File: config.mk
export PLATFORM = sky130hd
export DESIGN_NAME = ita_lite_top
export DESIGN_NICKNAME = d
export VERILOG_FILES = /design/src/ita_lite_pkg.sv /design/src/ita_lite_beat_if.sv /design/src/ita_lite_operand_join.sv /design/src/ita_lite_controller.sv /design/src/ita_lite_dotp.sv /design/src/ita_lite_requant_fifo.sv /design/src/ita_lite_top.sv
export SDC_FILE = /design/constraint.sdc
export NUM_CORES = 2
export LEC_CHECK = 0
export BUFFER_PORTS_ARGS = -buffer_cell sky130_fd_sc_hd__buf_4
export CAP_MARGIN = 20
export CELL_PAD_IN_SITES_DETAIL_PLACEMENT = 0
export CELL_PAD_IN_SITES_GLOBAL_PLACEMENT = 2
export CORE_MARGIN = 4
export CORE_UTILIZATION = 41
export DETAILED_ROUTE_END_ITERATION = 8
export GPL_TIMING_DRIVEN = 1
export PLACE_DENSITY_LB_ADDON = 0.1
export REMOVE_ABC_BUFFERS = 1
export SYNTH_ARGS = -nofsm -noshare
export SYNTH_HDL_FRONTEND = slang
export SYNTH_SLANG_ARGS = --single-unit
File: constraint.sdc
create_clock -name clk_i -period 14.8 [get_ports clk_i]
set_clock_uncertainty 0.05 [all_clocks]
set_input_delay 1.48 -clock clk_i [delete_from_list [all_inputs] [get_ports clk_i]]
set_output_delay 1.48 -clock clk_i [all_outputs]
set_load 0.02 [all_outputs]
File: src/ita_lite_pkg.sv
// ========================================
// constants, lane types and vector types
// shared by the tiled matmul engine
// ========================================
package ita_lite_pkg;

  localparam int N         = 4;   // output lanes
  localparam int M         = 4;   // beats per inner tile
  localparam int FifoDepth = 2;   // power of two, also the initial credit count
  localparam int CntW      = 8;   // tile counters and job dimensions
  localparam int AccW      = 24;
  localparam int RqMultW   = 8;   // unsigned requant multiplier
  localparam int RqShiftW  = 5;

  // fill and credit counts span 0 .. FifoDepth
  localparam int CreditW = $clog2(FifoDepth + 1);
  localparam int PtrW    = $clog2(FifoDepth);

  localparam logic [CreditW-1:0] CreditInit = CreditW'(FifoDepth);

  // one signed int8 operand
  typedef logic signed [7:0] operand_t;

  // per lane int8 weights
  typedef logic [N-1:0][7:0] weight_vec_t;

  // per lane int16 biases
  typedef logic [N-1:0][15:0] bias_vec_t;

  // per lane partial sums
  typedef logic [N-1:0][AccW-1:0] acc_vec_t;

  // per lane int8 results
  typedef logic [N-1:0][7:0] oup_vec_t;

  // set bit marks a real lane, clear bit a padded one
  typedef logic [N-1:0] lane_mask_t;

endpackage

File: src/ita_lite_beat_if.sv
// ========================================
// accepted operand beat with its tile
// position, controller to MAC
// ========================================
`timescale 1ns/1ps

interface ita_lite_beat_if;

  logic                      fire;        // beat accepted this cycle
  ita_lite_pkg::operand_t    x;
  ita_lite_pkg::weight_vec_t w;
  logic                      first_beat;  // beat 0 of inner tile 0
  logic                      last_beat;   // final beat of final inner tile
  ita_lite_pkg::lane_mask_t  mask;

  modport controller (
    output fire, x, w, first_beat, last_beat, mask
  );

  modport dotp (
    input fire, x, w, first_beat, last_beat, mask
  );

endinterface

File: src/ita_lite_operand_join.sv
// ========================================
// operand join: cross-coupled readies,
// beat fire and per tile bias register
// ========================================
`timescale 1ns/1ps

module ita_lite_operand_join (
  input  logic                      clk_i,
  input  logic                      rst_ni,
  input  logic                      inp_valid_i,
  input  ita_lite_pkg::operand_t    inp_i,
  input  logic                      weight_valid_i,
  input  ita_lite_pkg::weight_vec_t weight_i,
  input  logic                      bias_valid_i,
  input  ita_lite_pkg::bias_vec_t   bias_i,
  input  logic                      accept_en_i,
  output logic                      inp_ready_o,
  output logic                      weight_ready_o,
  output logic                      bias_ready_o,
  output logic                      beat_fire_o,
  output ita_lite_pkg::operand_t    x_o,
  output ita_lite_pkg::weight_vec_t w_o,
  output ita_lite_pkg::bias_vec_t   bias_o
);

  ita_lite_pkg::bias_vec_t bias_q;

  // each ready waits on the other two streams
  assign inp_ready_o    = accept_en_i && weight_valid_i && bias_valid_i;
  assign weight_ready_o = accept_en_i && inp_valid_i && bias_valid_i;
  assign bias_ready_o   = accept_en_i && inp_valid_i && weight_valid_i;

  assign beat_fire_o = accept_en_i && inp_valid_i && weight_valid_i && bias_valid_i;

  assign x_o    = inp_i;
  assign w_o    = weight_i;
  assign bias_o = bias_q;

  // last loaded bias is read by the output side one cycle after tile completion
  always_ff @(posedge clk_i or negedge rst_ni) begin
    if (!rst_ni) begin
      bias_q <= '0;
    end else if (beat_fire_o) begin
      bias_q <= bias_i;
    end
  end

endmodule

File: src/ita_lite_controller.sv
// ========================================
// tile walker, lane padding mask and
// output credit counter
// ========================================
`timescale 1ns/1ps

module ita_lite_controller (
  input  logic                              clk_i,
  input  logic                              rst_ni,
  input  logic                              start_i,
  input  logic [ita_lite_pkg::CntW-1:0]     tile_s_i,      // row tiles
  input  logic [ita_lite_pkg::CntW-1:0]     tile_p_i,      // column tiles
  input  logic [ita_lite_pkg::CntW-1:0]     tile_e_i,      // inner tiles
  input  logic [ita_lite_pkg::CntW-1:0]     proj_space_i,
  input  logic                              beat_fire_i,
  input  ita_lite_pkg::operand_t            x_i,
  input  ita_lite_pkg::weight_vec_t         w_i,
  input  logic                              credit_i,
  output logic                              accept_en_o,
  output logic                              busy_o,
  ita_lite_beat_if.controller               beat
);

  logic [ita_lite_pkg::CntW-1:0]    count_q;       // beat within inner tile
  logic [ita_lite_pkg::CntW-1:0]    inner_tile_q;
  logic [ita_lite_pkg::CntW-1:0]    tile_x_q;
  logic [ita_lite_pkg::CntW-1:0]    tile_y_q;
  logic [ita_lite_pkg::CreditW-1:0] credit_q;
  logic                             busy_q;        // low means idle
  logic                             last_count;
  logic                             last_inner;
  logic                             last_x;
  logic                             last_y;
  logic                             spend;
  ita_lite_pkg::lane_mask_t         mask;

  assign last_count = (count_q == ita_lite_pkg::M - 1);
  assign last_inner = (inner_tile_q == tile_e_i - 1'b1);
  assign last_x     = (tile_x_q == tile_p_i - 1'b1);
  assign last_y     = (tile_y_q == tile_s_i - 1'b1);

  assign accept_en_o = busy_q && (credit_q != '0);
  assign busy_o      = busy_q;

  // a tile leaves the MAC when its last beat is accepted
  assign spend = beat_fire_i && last_count && last_inner;

  // lane i is real while tile_x*N + i stays below proj_space
  always_comb begin
    for (int i = 0; i < ita_lite_pkg::N; i++) begin
      mask[i] = (int'(tile_x_q) * ita_lite_pkg::N + i) < int'(proj_space_i);
    end
  end

  assign beat.fire       = beat_fire_i;
  assign beat.x          = x_i;
  assign beat.w          = w_i;
  assign beat.first_beat = (count_q == '0) && (inner_tile_q == '0);
  assign beat.last_beat  = last_count && last_inner;
  assign beat.mask       = mask;

  always_ff @(posedge clk_i or negedge rst_ni) begin
    if (!rst_ni) begin
      busy_q       <= 1'b0;
      count_q      <= '0;
      inner_tile_q <= '0;
      tile_x_q     <= '0;
      tile_y_q     <= '0;
    end else if (!busy_q) begin
      if (start_i) begin
        busy_q       <= 1'b1;
        count_q      <= '0;
        inner_tile_q <= '0;
        tile_x_q     <= '0;
        tile_y_q     <= '0;
      end
    end else if (beat_fire_i) begin
      if (!last_count) begin
        count_q <= count_q + 1'b1;
      end else begin
        count_q <= '0;
        if (!last_inner) begin
          inner_tile_q <= inner_tile_q + 1'b1;
        end else begin
          inner_tile_q <= '0;
          if (!last_x) begin
            tile_x_q <= tile_x_q + 1'b1;
          end else begin
            tile_x_q <= '0;
            if (!last_y) begin
              tile_y_q <= tile_y_q + 1'b1;
            end else begin
              tile_y_q <= '0;
              busy_q   <= 1'b0;  // final beat of the job
            end
          end
        end
      end
    end
  end

  // one credit per free output FIFO entry
  always_ff @(posedge clk_i or negedge rst_ni) begin
    if (!rst_ni) begin
      credit_q <= ita_lite_pkg::CreditInit;
    end else if (spend && !credit_i) begin
      credit_q <= credit_q - 1'b1;
    end else if (!spend && credit_i) begin
      credit_q <= credit_q + 1'b1;
    end
  end

endmodule

File: src/ita_lite_dotp.sv
// ========================================
// N-lane multiply-accumulate with tile
// completion strobe
// ========================================
`timescale 1ns/1ps

module ita_lite_dotp (
  input  logic                     clk_i,
  input  logic                     rst_ni,
  ita_lite_beat_if.dotp            beat,
  output logic                     done_o,
  output ita_lite_pkg::acc_vec_t   acc_o,
  output ita_lite_pkg::lane_mask_t mask_o
);

  ita_lite_pkg::acc_vec_t   acc_d;
  ita_lite_pkg::acc_vec_t   acc_q;
  ita_lite_pkg::acc_vec_t   res_q;
  ita_lite_pkg::lane_mask_t mask_q;
  logic                     done_q;

  always_comb begin
    logic signed [ita_lite_pkg::AccW-1:0] prod;
    for (int i = 0; i < ita_lite_pkg::N; i++) begin
      prod = $signed(beat.x) * $signed(beat.w[i]);  // sign extended before the multiply
      if (beat.first_beat) begin
        acc_d[i] = prod;  // drop the previous tile
      end else begin
        acc_d[i] = acc_q[i] + prod;
      end
    end
  end

  always_ff @(posedge clk_i) begin
    if (beat.fire) begin
      acc_q <= acc_d;
    end
    if (beat.fire && beat.last_beat) begin
      res_q  <= acc_d;      // held until the next completion
      mask_q <= beat.mask;
    end
  end

  always_ff @(posedge clk_i or negedge rst_ni) begin
    if (!rst_ni) begin
      done_q <= 1'b0;
    end else begin
      done_q <= beat.fire && beat.last_beat;
    end
  end

  assign done_o = done_q;
  assign acc_o  = res_q;
  assign mask_o = mask_q;

endmodule

File: src/ita_lite_requant_fifo.sv
// ========================================
// bias add, requant, int8 saturation,
// lane masking and output FIFO
// ========================================
`timescale 1ns/1ps

module ita_lite_requant_fifo (
  input  logic                                clk_i,
  input  logic                                rst_ni,
  input  logic                                done_i,
  input  ita_lite_pkg::acc_vec_t              acc_i,
  input  ita_lite_pkg::lane_mask_t            mask_i,
  input  ita_lite_pkg::bias_vec_t             bias_i,
  input  logic [ita_lite_pkg::RqMultW-1:0]    rq_mult_i,
  input  logic [ita_lite_pkg::RqShiftW-1:0]   rq_shift_i,
  input  ita_lite_pkg::operand_t              rq_add_i,
  input  logic                                oup_ready_i,
  output logic                                oup_valid_o,
  output ita_lite_pkg::oup_vec_t              oup_data_o,
  output logic                                credit_o
);

  ita_lite_pkg::oup_vec_t           rq_vec;
  ita_lite_pkg::oup_vec_t           mem_q [ita_lite_pkg::FifoDepth];
  logic [ita_lite_pkg::PtrW-1:0]    wr_ptr_q;
  logic [ita_lite_pkg::PtrW-1:0]    rd_ptr_q;
  logic [ita_lite_pkg::CreditW-1:0] fill_q;
  logic                             push;
  logic                             pop;

  always_comb begin
    logic signed [ita_lite_pkg::AccW:0]                      sum;
    logic signed [ita_lite_pkg::AccW+ita_lite_pkg::RqMultW+1:0] prod;
    logic signed [ita_lite_pkg::AccW+ita_lite_pkg::RqMultW+2:0] rq;
    for (int i = 0; i < ita_lite_pkg::N; i++) begin
      sum  = $signed(acc_i[i]) + $signed(bias_i[i]);
      prod = sum * $signed({1'b0, rq_mult_i});
      rq   = (prod >>> rq_shift_i) + rq_add_i;
      if (!mask_i[i]) begin
        rq_vec[i] = '0;     // padded lane
      end else if (rq > 127) begin
        rq_vec[i] = 8'h7f;
      end else if (rq < -128) begin
        rq_vec[i] = 8'h80;
      end else begin
        rq_vec[i] = rq[7:0];
      end
    end
  end

  // credits keep a push from ever meeting a full FIFO
  assign push        = done_i;
  assign pop         = oup_valid_o && oup_ready_i;
  assign oup_valid_o = (fill_q != '0);
  assign oup_data_o  = mem_q[rd_ptr_q];
  assign credit_o    = pop;

  always_ff @(posedge clk_i) begin
    if (push) begin
      mem_q[wr_ptr_q] <= rq_vec;
    end
  end

  // pointers wrap naturally, depth is a power of two
  always_ff @(posedge clk_i or negedge rst_ni) begin
    if (!rst_ni) begin
      wr_ptr_q <= '0;
      rd_ptr_q <= '0;
      fill_q   <= '0;
    end else begin
      if (push) begin
        wr_ptr_q <= wr_ptr_q + 1'b1;
      end
      if (pop) begin
        rd_ptr_q <= rd_ptr_q + 1'b1;
      end
      if (push && !pop) begin
        fill_q <= fill_q + 1'b1;
      end else if (!push && pop) begin
        fill_q <= fill_q - 1'b1;
      end
    end
  end

endmodule

File: src/ita_lite_top.sv
// ========================================
// linear layer matmul engine top level
// ========================================
`timescale 1ns/1ps

module ita_lite_top (
  input  logic                              clk_i,
  input  logic                              rst_ni,
  input  logic                              start_i,
  input  logic [ita_lite_pkg::CntW-1:0]     tile_s_i,
  input  logic [ita_lite_pkg::CntW-1:0]     tile_p_i,
  input  logic [ita_lite_pkg::CntW-1:0]     tile_e_i,
  input  logic [ita_lite_pkg::CntW-1:0]     proj_space_i,
  input  logic [ita_lite_pkg::RqMultW-1:0]  rq_mult_i,
  input  logic [ita_lite_pkg::RqShiftW-1:0] rq_shift_i,
  input  ita_lite_pkg::operand_t            rq_add_i,
  input  logic                              inp_valid_i,
  input  ita_lite_pkg::operand_t            inp_i,
  output logic                              inp_ready_o,
  input  logic                              weight_valid_i,
  input  ita_lite_pkg::weight_vec_t         weight_i,
  output logic                              weight_ready_o,
  input  logic                              bias_valid_i,
  input  ita_lite_pkg::bias_vec_t           bias_i,
  output logic                              bias_ready_o,
  output logic                              oup_valid_o,
  input  logic                              oup_ready_i,
  output ita_lite_pkg::oup_vec_t            oup_data_o,
  output logic                              busy_o
);

  logic                      accept_en;
  logic                      beat_fire;
  logic                      credit;
  logic                      done;
  ita_lite_pkg::operand_t    beat_x;
  ita_lite_pkg::weight_vec_t beat_w;
  ita_lite_pkg::bias_vec_t   tile_bias;
  ita_lite_pkg::acc_vec_t    dotp_acc;
  ita_lite_pkg::lane_mask_t  dotp_mask;

  ita_lite_beat_if beat_if ();

  ita_lite_operand_join operand_join_inst (
    .clk_i          (clk_i),
    .rst_ni         (rst_ni),
    .inp_valid_i    (inp_valid_i),
    .inp_i          (inp_i),
    .weight_valid_i (weight_valid_i),
    .weight_i       (weight_i),
    .bias_valid_i   (bias_valid_i),
    .bias_i         (bias_i),
    .accept_en_i    (accept_en),
    .inp_ready_o    (inp_ready_o),
    .weight_ready_o (weight_ready_o),
    .bias_ready_o   (bias_ready_o),
    .beat_fire_o    (beat_fire),
    .x_o            (beat_x),
    .w_o            (beat_w),
    .bias_o         (tile_bias)
  );

  ita_lite_controller controller_inst (
    .clk_i        (clk_i),
    .rst_ni       (rst_ni),
    .start_i      (start_i),
    .tile_s_i     (tile_s_i),
    .tile_p_i     (tile_p_i),
    .tile_e_i     (tile_e_i),
    .proj_space_i (proj_space_i),
    .beat_fire_i  (beat_fire),
    .x_i          (beat_x),
    .w_i          (beat_w),
    .credit_i     (credit),
    .accept_en_o  (accept_en),
    .busy_o       (busy_o),
    .beat         (beat_if.controller)
  );

  ita_lite_dotp dotp_inst (
    .clk_i  (clk_i),
    .rst_ni (rst_ni),
    .beat   (beat_if.dotp),
    .done_o (done),
    .acc_o  (dotp_acc),
    .mask_o (dotp_mask)
  );

  ita_lite_requant_fifo requant_fifo_inst (
    .clk_i       (clk_i),
    .rst_ni      (rst_ni),
    .done_i      (done),
    .acc_i       (dotp_acc),
    .mask_i      (dotp_mask),
    .bias_i      (tile_bias),
    .rq_mult_i   (rq_mult_i),
    .rq_shift_i  (rq_shift_i),
    .rq_add_i    (rq_add_i),
    .oup_ready_i (oup_ready_i),
    .oup_valid_o (oup_valid_o),
    .oup_data_o  (oup_data_o),
    .credit_o    (credit)
  );

endmodule

==> qor.yml <==
run_status:
  outcome: "complete, no violations"
logic_synthesis:
  ys_ff_latch: 364
  synth_most_common_cell: "inv_1"
  avgSynthCellArea_um2: 8.64
  synth-warning-count: 0
  ys_seq_area_share_pct: 13.7
  syn-instance-count: 8807
  synth_top_area_cell: "fa_1"
  syn_area_um2: 76100
  synth-main-ff-cell: "edfxtp_1"
  synth_cell_types: 96
  async_flop_share_pct: 28.6
  synth_area_leaders: "fa_1 23%, ha_1 12%, edfxtp_1 10%, inv_1 5.6%, and2_1 5.2%"
  synth_top_area_share_pct: 22.5
  synth_edf_count: 260
  yosys-top-cells-count: "1131 x inv_1, 856 x fa_1, 798 x nand2_1"
placement:
  gp_congestion: 0.928
  portBuffers: 200
  placed_cells: 11200
  place_area_um2: 80000
  dpl.hpwl_um: 179000
worst_setup_path:
  r2r_slack_ns: 0.85
  critPathMaxStageDelay_ns: 0.65
  crit_path_max_fanout: 8
  r2r_start: "dotp_inst.acc_o[72]"
  crit_required_ns: 15.10
  cp.arrival_ns: 14.25
  cpMaxStageDelayCell: "mux4_2"
  critical_path_class: "reg2reg"
  start_kind: "flop"
  reg2reg_depth: 47
  end_kind: "flop"
  reg2reg_to: "requant_fifo_inst.mem_q[1][27]"
pwr:
  vdd.ir_drop.worst_mv: 0.163
  powerDensity_nw_per_um2: 223
  p_leak_nw: 37.3
job:
  maxCapViolCount: 0
drt:
  drc_errors: 0
  firstDrtPassIters: 8
  drtIter0Drc: 3595
  vias: 61800
  wl_um: 222000
  vias_per_cell: 5.48
  avgRoutedWirePerCell_um: 19.7
  ant_nets: 0
clock_tree:
  cts_root_buffer: "clkbuf_16"
  cts_buffers: 45
  cts.sinks: 364
  ctsHoldBuffers: 0
  clk_transition_reported_paths_ns: 0.06
  htree_levels: 2
  cts_tree: "done"
  clock_latency_ns: 0.65
  post-cts-setup-buffers: 0
  cts_buffer_depth: 3
finish:
  fin_cells: 11300
  layout-drive-gt1-share_pct: 6.95
  area_growth_pct: 7.34
  finalInstanceArea_um2: 81600
  fillers: 18400
  nets: 10500
grt:
  antenna_found_initial: 4
  grt_pass1_vias: 63100
  overflow: 0
  grt_pass1_wl_um: 358000
  grt_max_degree: 69
  track_usage_pct: 23.0
min_path:
  hold_path_class: "reg2reg"
  hold_end: "requant_fifo_inst.fill_q[1]"
  min_from: "requant_fifo_inst.fill_q[1]"
  hold_depth: 1
sta:
  slew_headroom_pct: 27.1
  setup_violations: 0
  clock.fmax_ghz: 0.0717
  fin_crit_ns: 13.95
  final-hold-violation-count: 0
  post-route-period-util_pct: 94.3
  max_slew.worst_pin.slew_ns: 1.09
  final_max_slew_viol_count: 0
  rsz0062_at_grt: "no"
  finalSetupTns_ns: 0
die:
  die_area_um2: 192000
  die_height_um: 439
  num_io_pins: 201
  initial_core_util_pct: 41.4
  fp-row-count: 157
  core_area_um2: 184000
  die_width_um: 439
## power breakdown
group / leakage (nW) / switching [mW] / internal, mW / total [mW]
registers: 3.83 / 0.00127 / 1.78 / 1.78
logic: 32.7 / 9.24 / 6.04 / 15.3
clock network: 0.751 / 0.501 / 0.681 / 1.18
## flip-flops by register name, indices dropped and copies added, names as in the netlist
| name | count |
|---|---|
| dotp_inst.acc_o | 96 |
| dotp_inst.acc_q | 96 |
| operand_join_inst.bias_o | 64 |
| requant_fifo_inst.mem_q | 64 |
| controller_inst.count_q | 8 |
| controller_inst.inner_tile_q | 8 |
| controller_inst.tile_x_q | 8 |
| controller_inst.tile_y_q | 8 |
| dotp_inst.mask_o | 4 |
| controller_inst.credit_q | 2 |
| requant_fifo_inst.fill_q | 2 |
| controller_inst.busy_o | 1 |
| dotp_inst.done_o | 1 |
| requant_fifo_inst.rd_ptr_q | 1 |
| requant_fifo_inst.wr_ptr_q | 1 |
## worst max path at each step
stage	from	to	slack (ns)	cells after the start
detailed placement	dotp_inst.acc_o[72]	requant_fifo_inst.mem_q[0][27]	0.85	46
global route	dotp_inst.acc_o[72]	requant_fifo_inst.mem_q[1][27]	0.01	48
finish	dotp_inst.acc_o[72]	requant_fifo_inst.mem_q[1][27]	0.85	47
CTS	operand_join_inst.bias_o[48]	requant_fifo_inst.mem_q[1][27]	0.81	46
floorplan	inp_valid_i	dotp_inst.done_o	-4.52	4
global placement	operand_join_inst.bias_o[48]	requant_fifo_inst.mem_q[0][29]	0.98	46
## cell type report
| cell class | count | area, µm² | area share, % |
|---|---|---|---|
| inverters | 1133 | 4260 | 5.22 |
| diodes | 1 | 2.50 | 0.00307 |
| multi-input cells | 6967 | 60200 | 73.8 |
| well taps | 2464 | 3080 | 3.78 |
| clock buffers | 51 | 1160 | 1.42 |
| flip-flops and latches | 364 | 10400 | 12.8 |
| clock inverters | 33 | 410 | 0.503 |
| repair buffers | 271 | 2090 | 2.56 |
## layer usage
metal	share of wire, %	up-vias	global-route usage [%]	wire length, µm
li1	-	29900	-	-
met2	44	1143	35.8	96700
met3	3.9	193	2.08	8550
met4	2.2	0	4.76	4830
met5	0	-	0	0
met1	50	30600	34.7	112000
## through the flow
step,hold WS (ns),setup WS [ns],utilization [%],total power [mW]
global placement,0.400,0.976,43.5,16.8
detailed placement,0.409,0.848,43.5,16.9
floorplan,0.384,-4.52,-,13.1
finish,0.413,0.848,44.4,18.2
global route,0.431,0.0108,44.4,20.1
CTS,0.417,0.806,44.4,18.2
## critical path, delay by kind of cell, from the launching register on
| kind | cells | cell delay (ns) |
|---|---|---|
| flops | 1 | 0.38 |
| mux | 2 | 0.95 |
| buf+inv | 3 | 0.17 |
| compound gates | 21 | 5.38 |
| xor+xnor | 1 | 0.23 |
| simple gates | 12 | 3.24 |
| fa+ha+maj | 8 | 3.28 |
## cell families (layout without fill, tap and decap cells)
family | Yosys count | in the layout | synth area share (%)
AO/OA/AOI/OAI | 1914 | 1914 | 16.3
XOR/XNOR | 499 | 499 | 5.75
adder cells (fa/ha/maj) | 1586 | 1586 | 34.5
buffers and inverters | 1476 | 1488 | 7.30
flip-flops | 364 | 364 | 13.7
multiplexers | 318 | 318 | 4.89
other | 0 | 1 | 0
AND/OR/NAND/NOR | 2650 | 2650 | 17.5
## cell usage in the layout, fill, tap and decap left out, drive strengths merged, types with 64 or more instances in the layout
master / synthesis / final
a211oi: 99 / 99
a21o: 212 / 212
a21oi: 550 / 550
and2: 640 / 640
and3: 64 / 64
buf: 41 / 271
dfrtp: 103 / 103
edfxtp: 260 / 260
fa: 856 / 856
ha: 730 / 730
inv: 1131 / 1137
mux2: 150 / 150
mux2i: 140 / 140
nand2: 798 / 798
nand2b: 133 / 133
nand3: 130 / 130
nor2: 455 / 455
nor2b: 96 / 96
nor3: 109 / 109
o211ai: 71 / 71
o21a: 81 / 81
o21ai: 391 / 391
o21bai: 79 / 79
xnor2: 333 / 333
xor2: 166 / 166
## repair_timing
| action | CTS | global route |
|---|---|---|
| resized for setup | 0 | 9 |
| endpoints found under the hold margin | 0 | 0 |
| endpoints found under the setup margin | 0 | 54 |
Power figures use the tool's default switching activity.
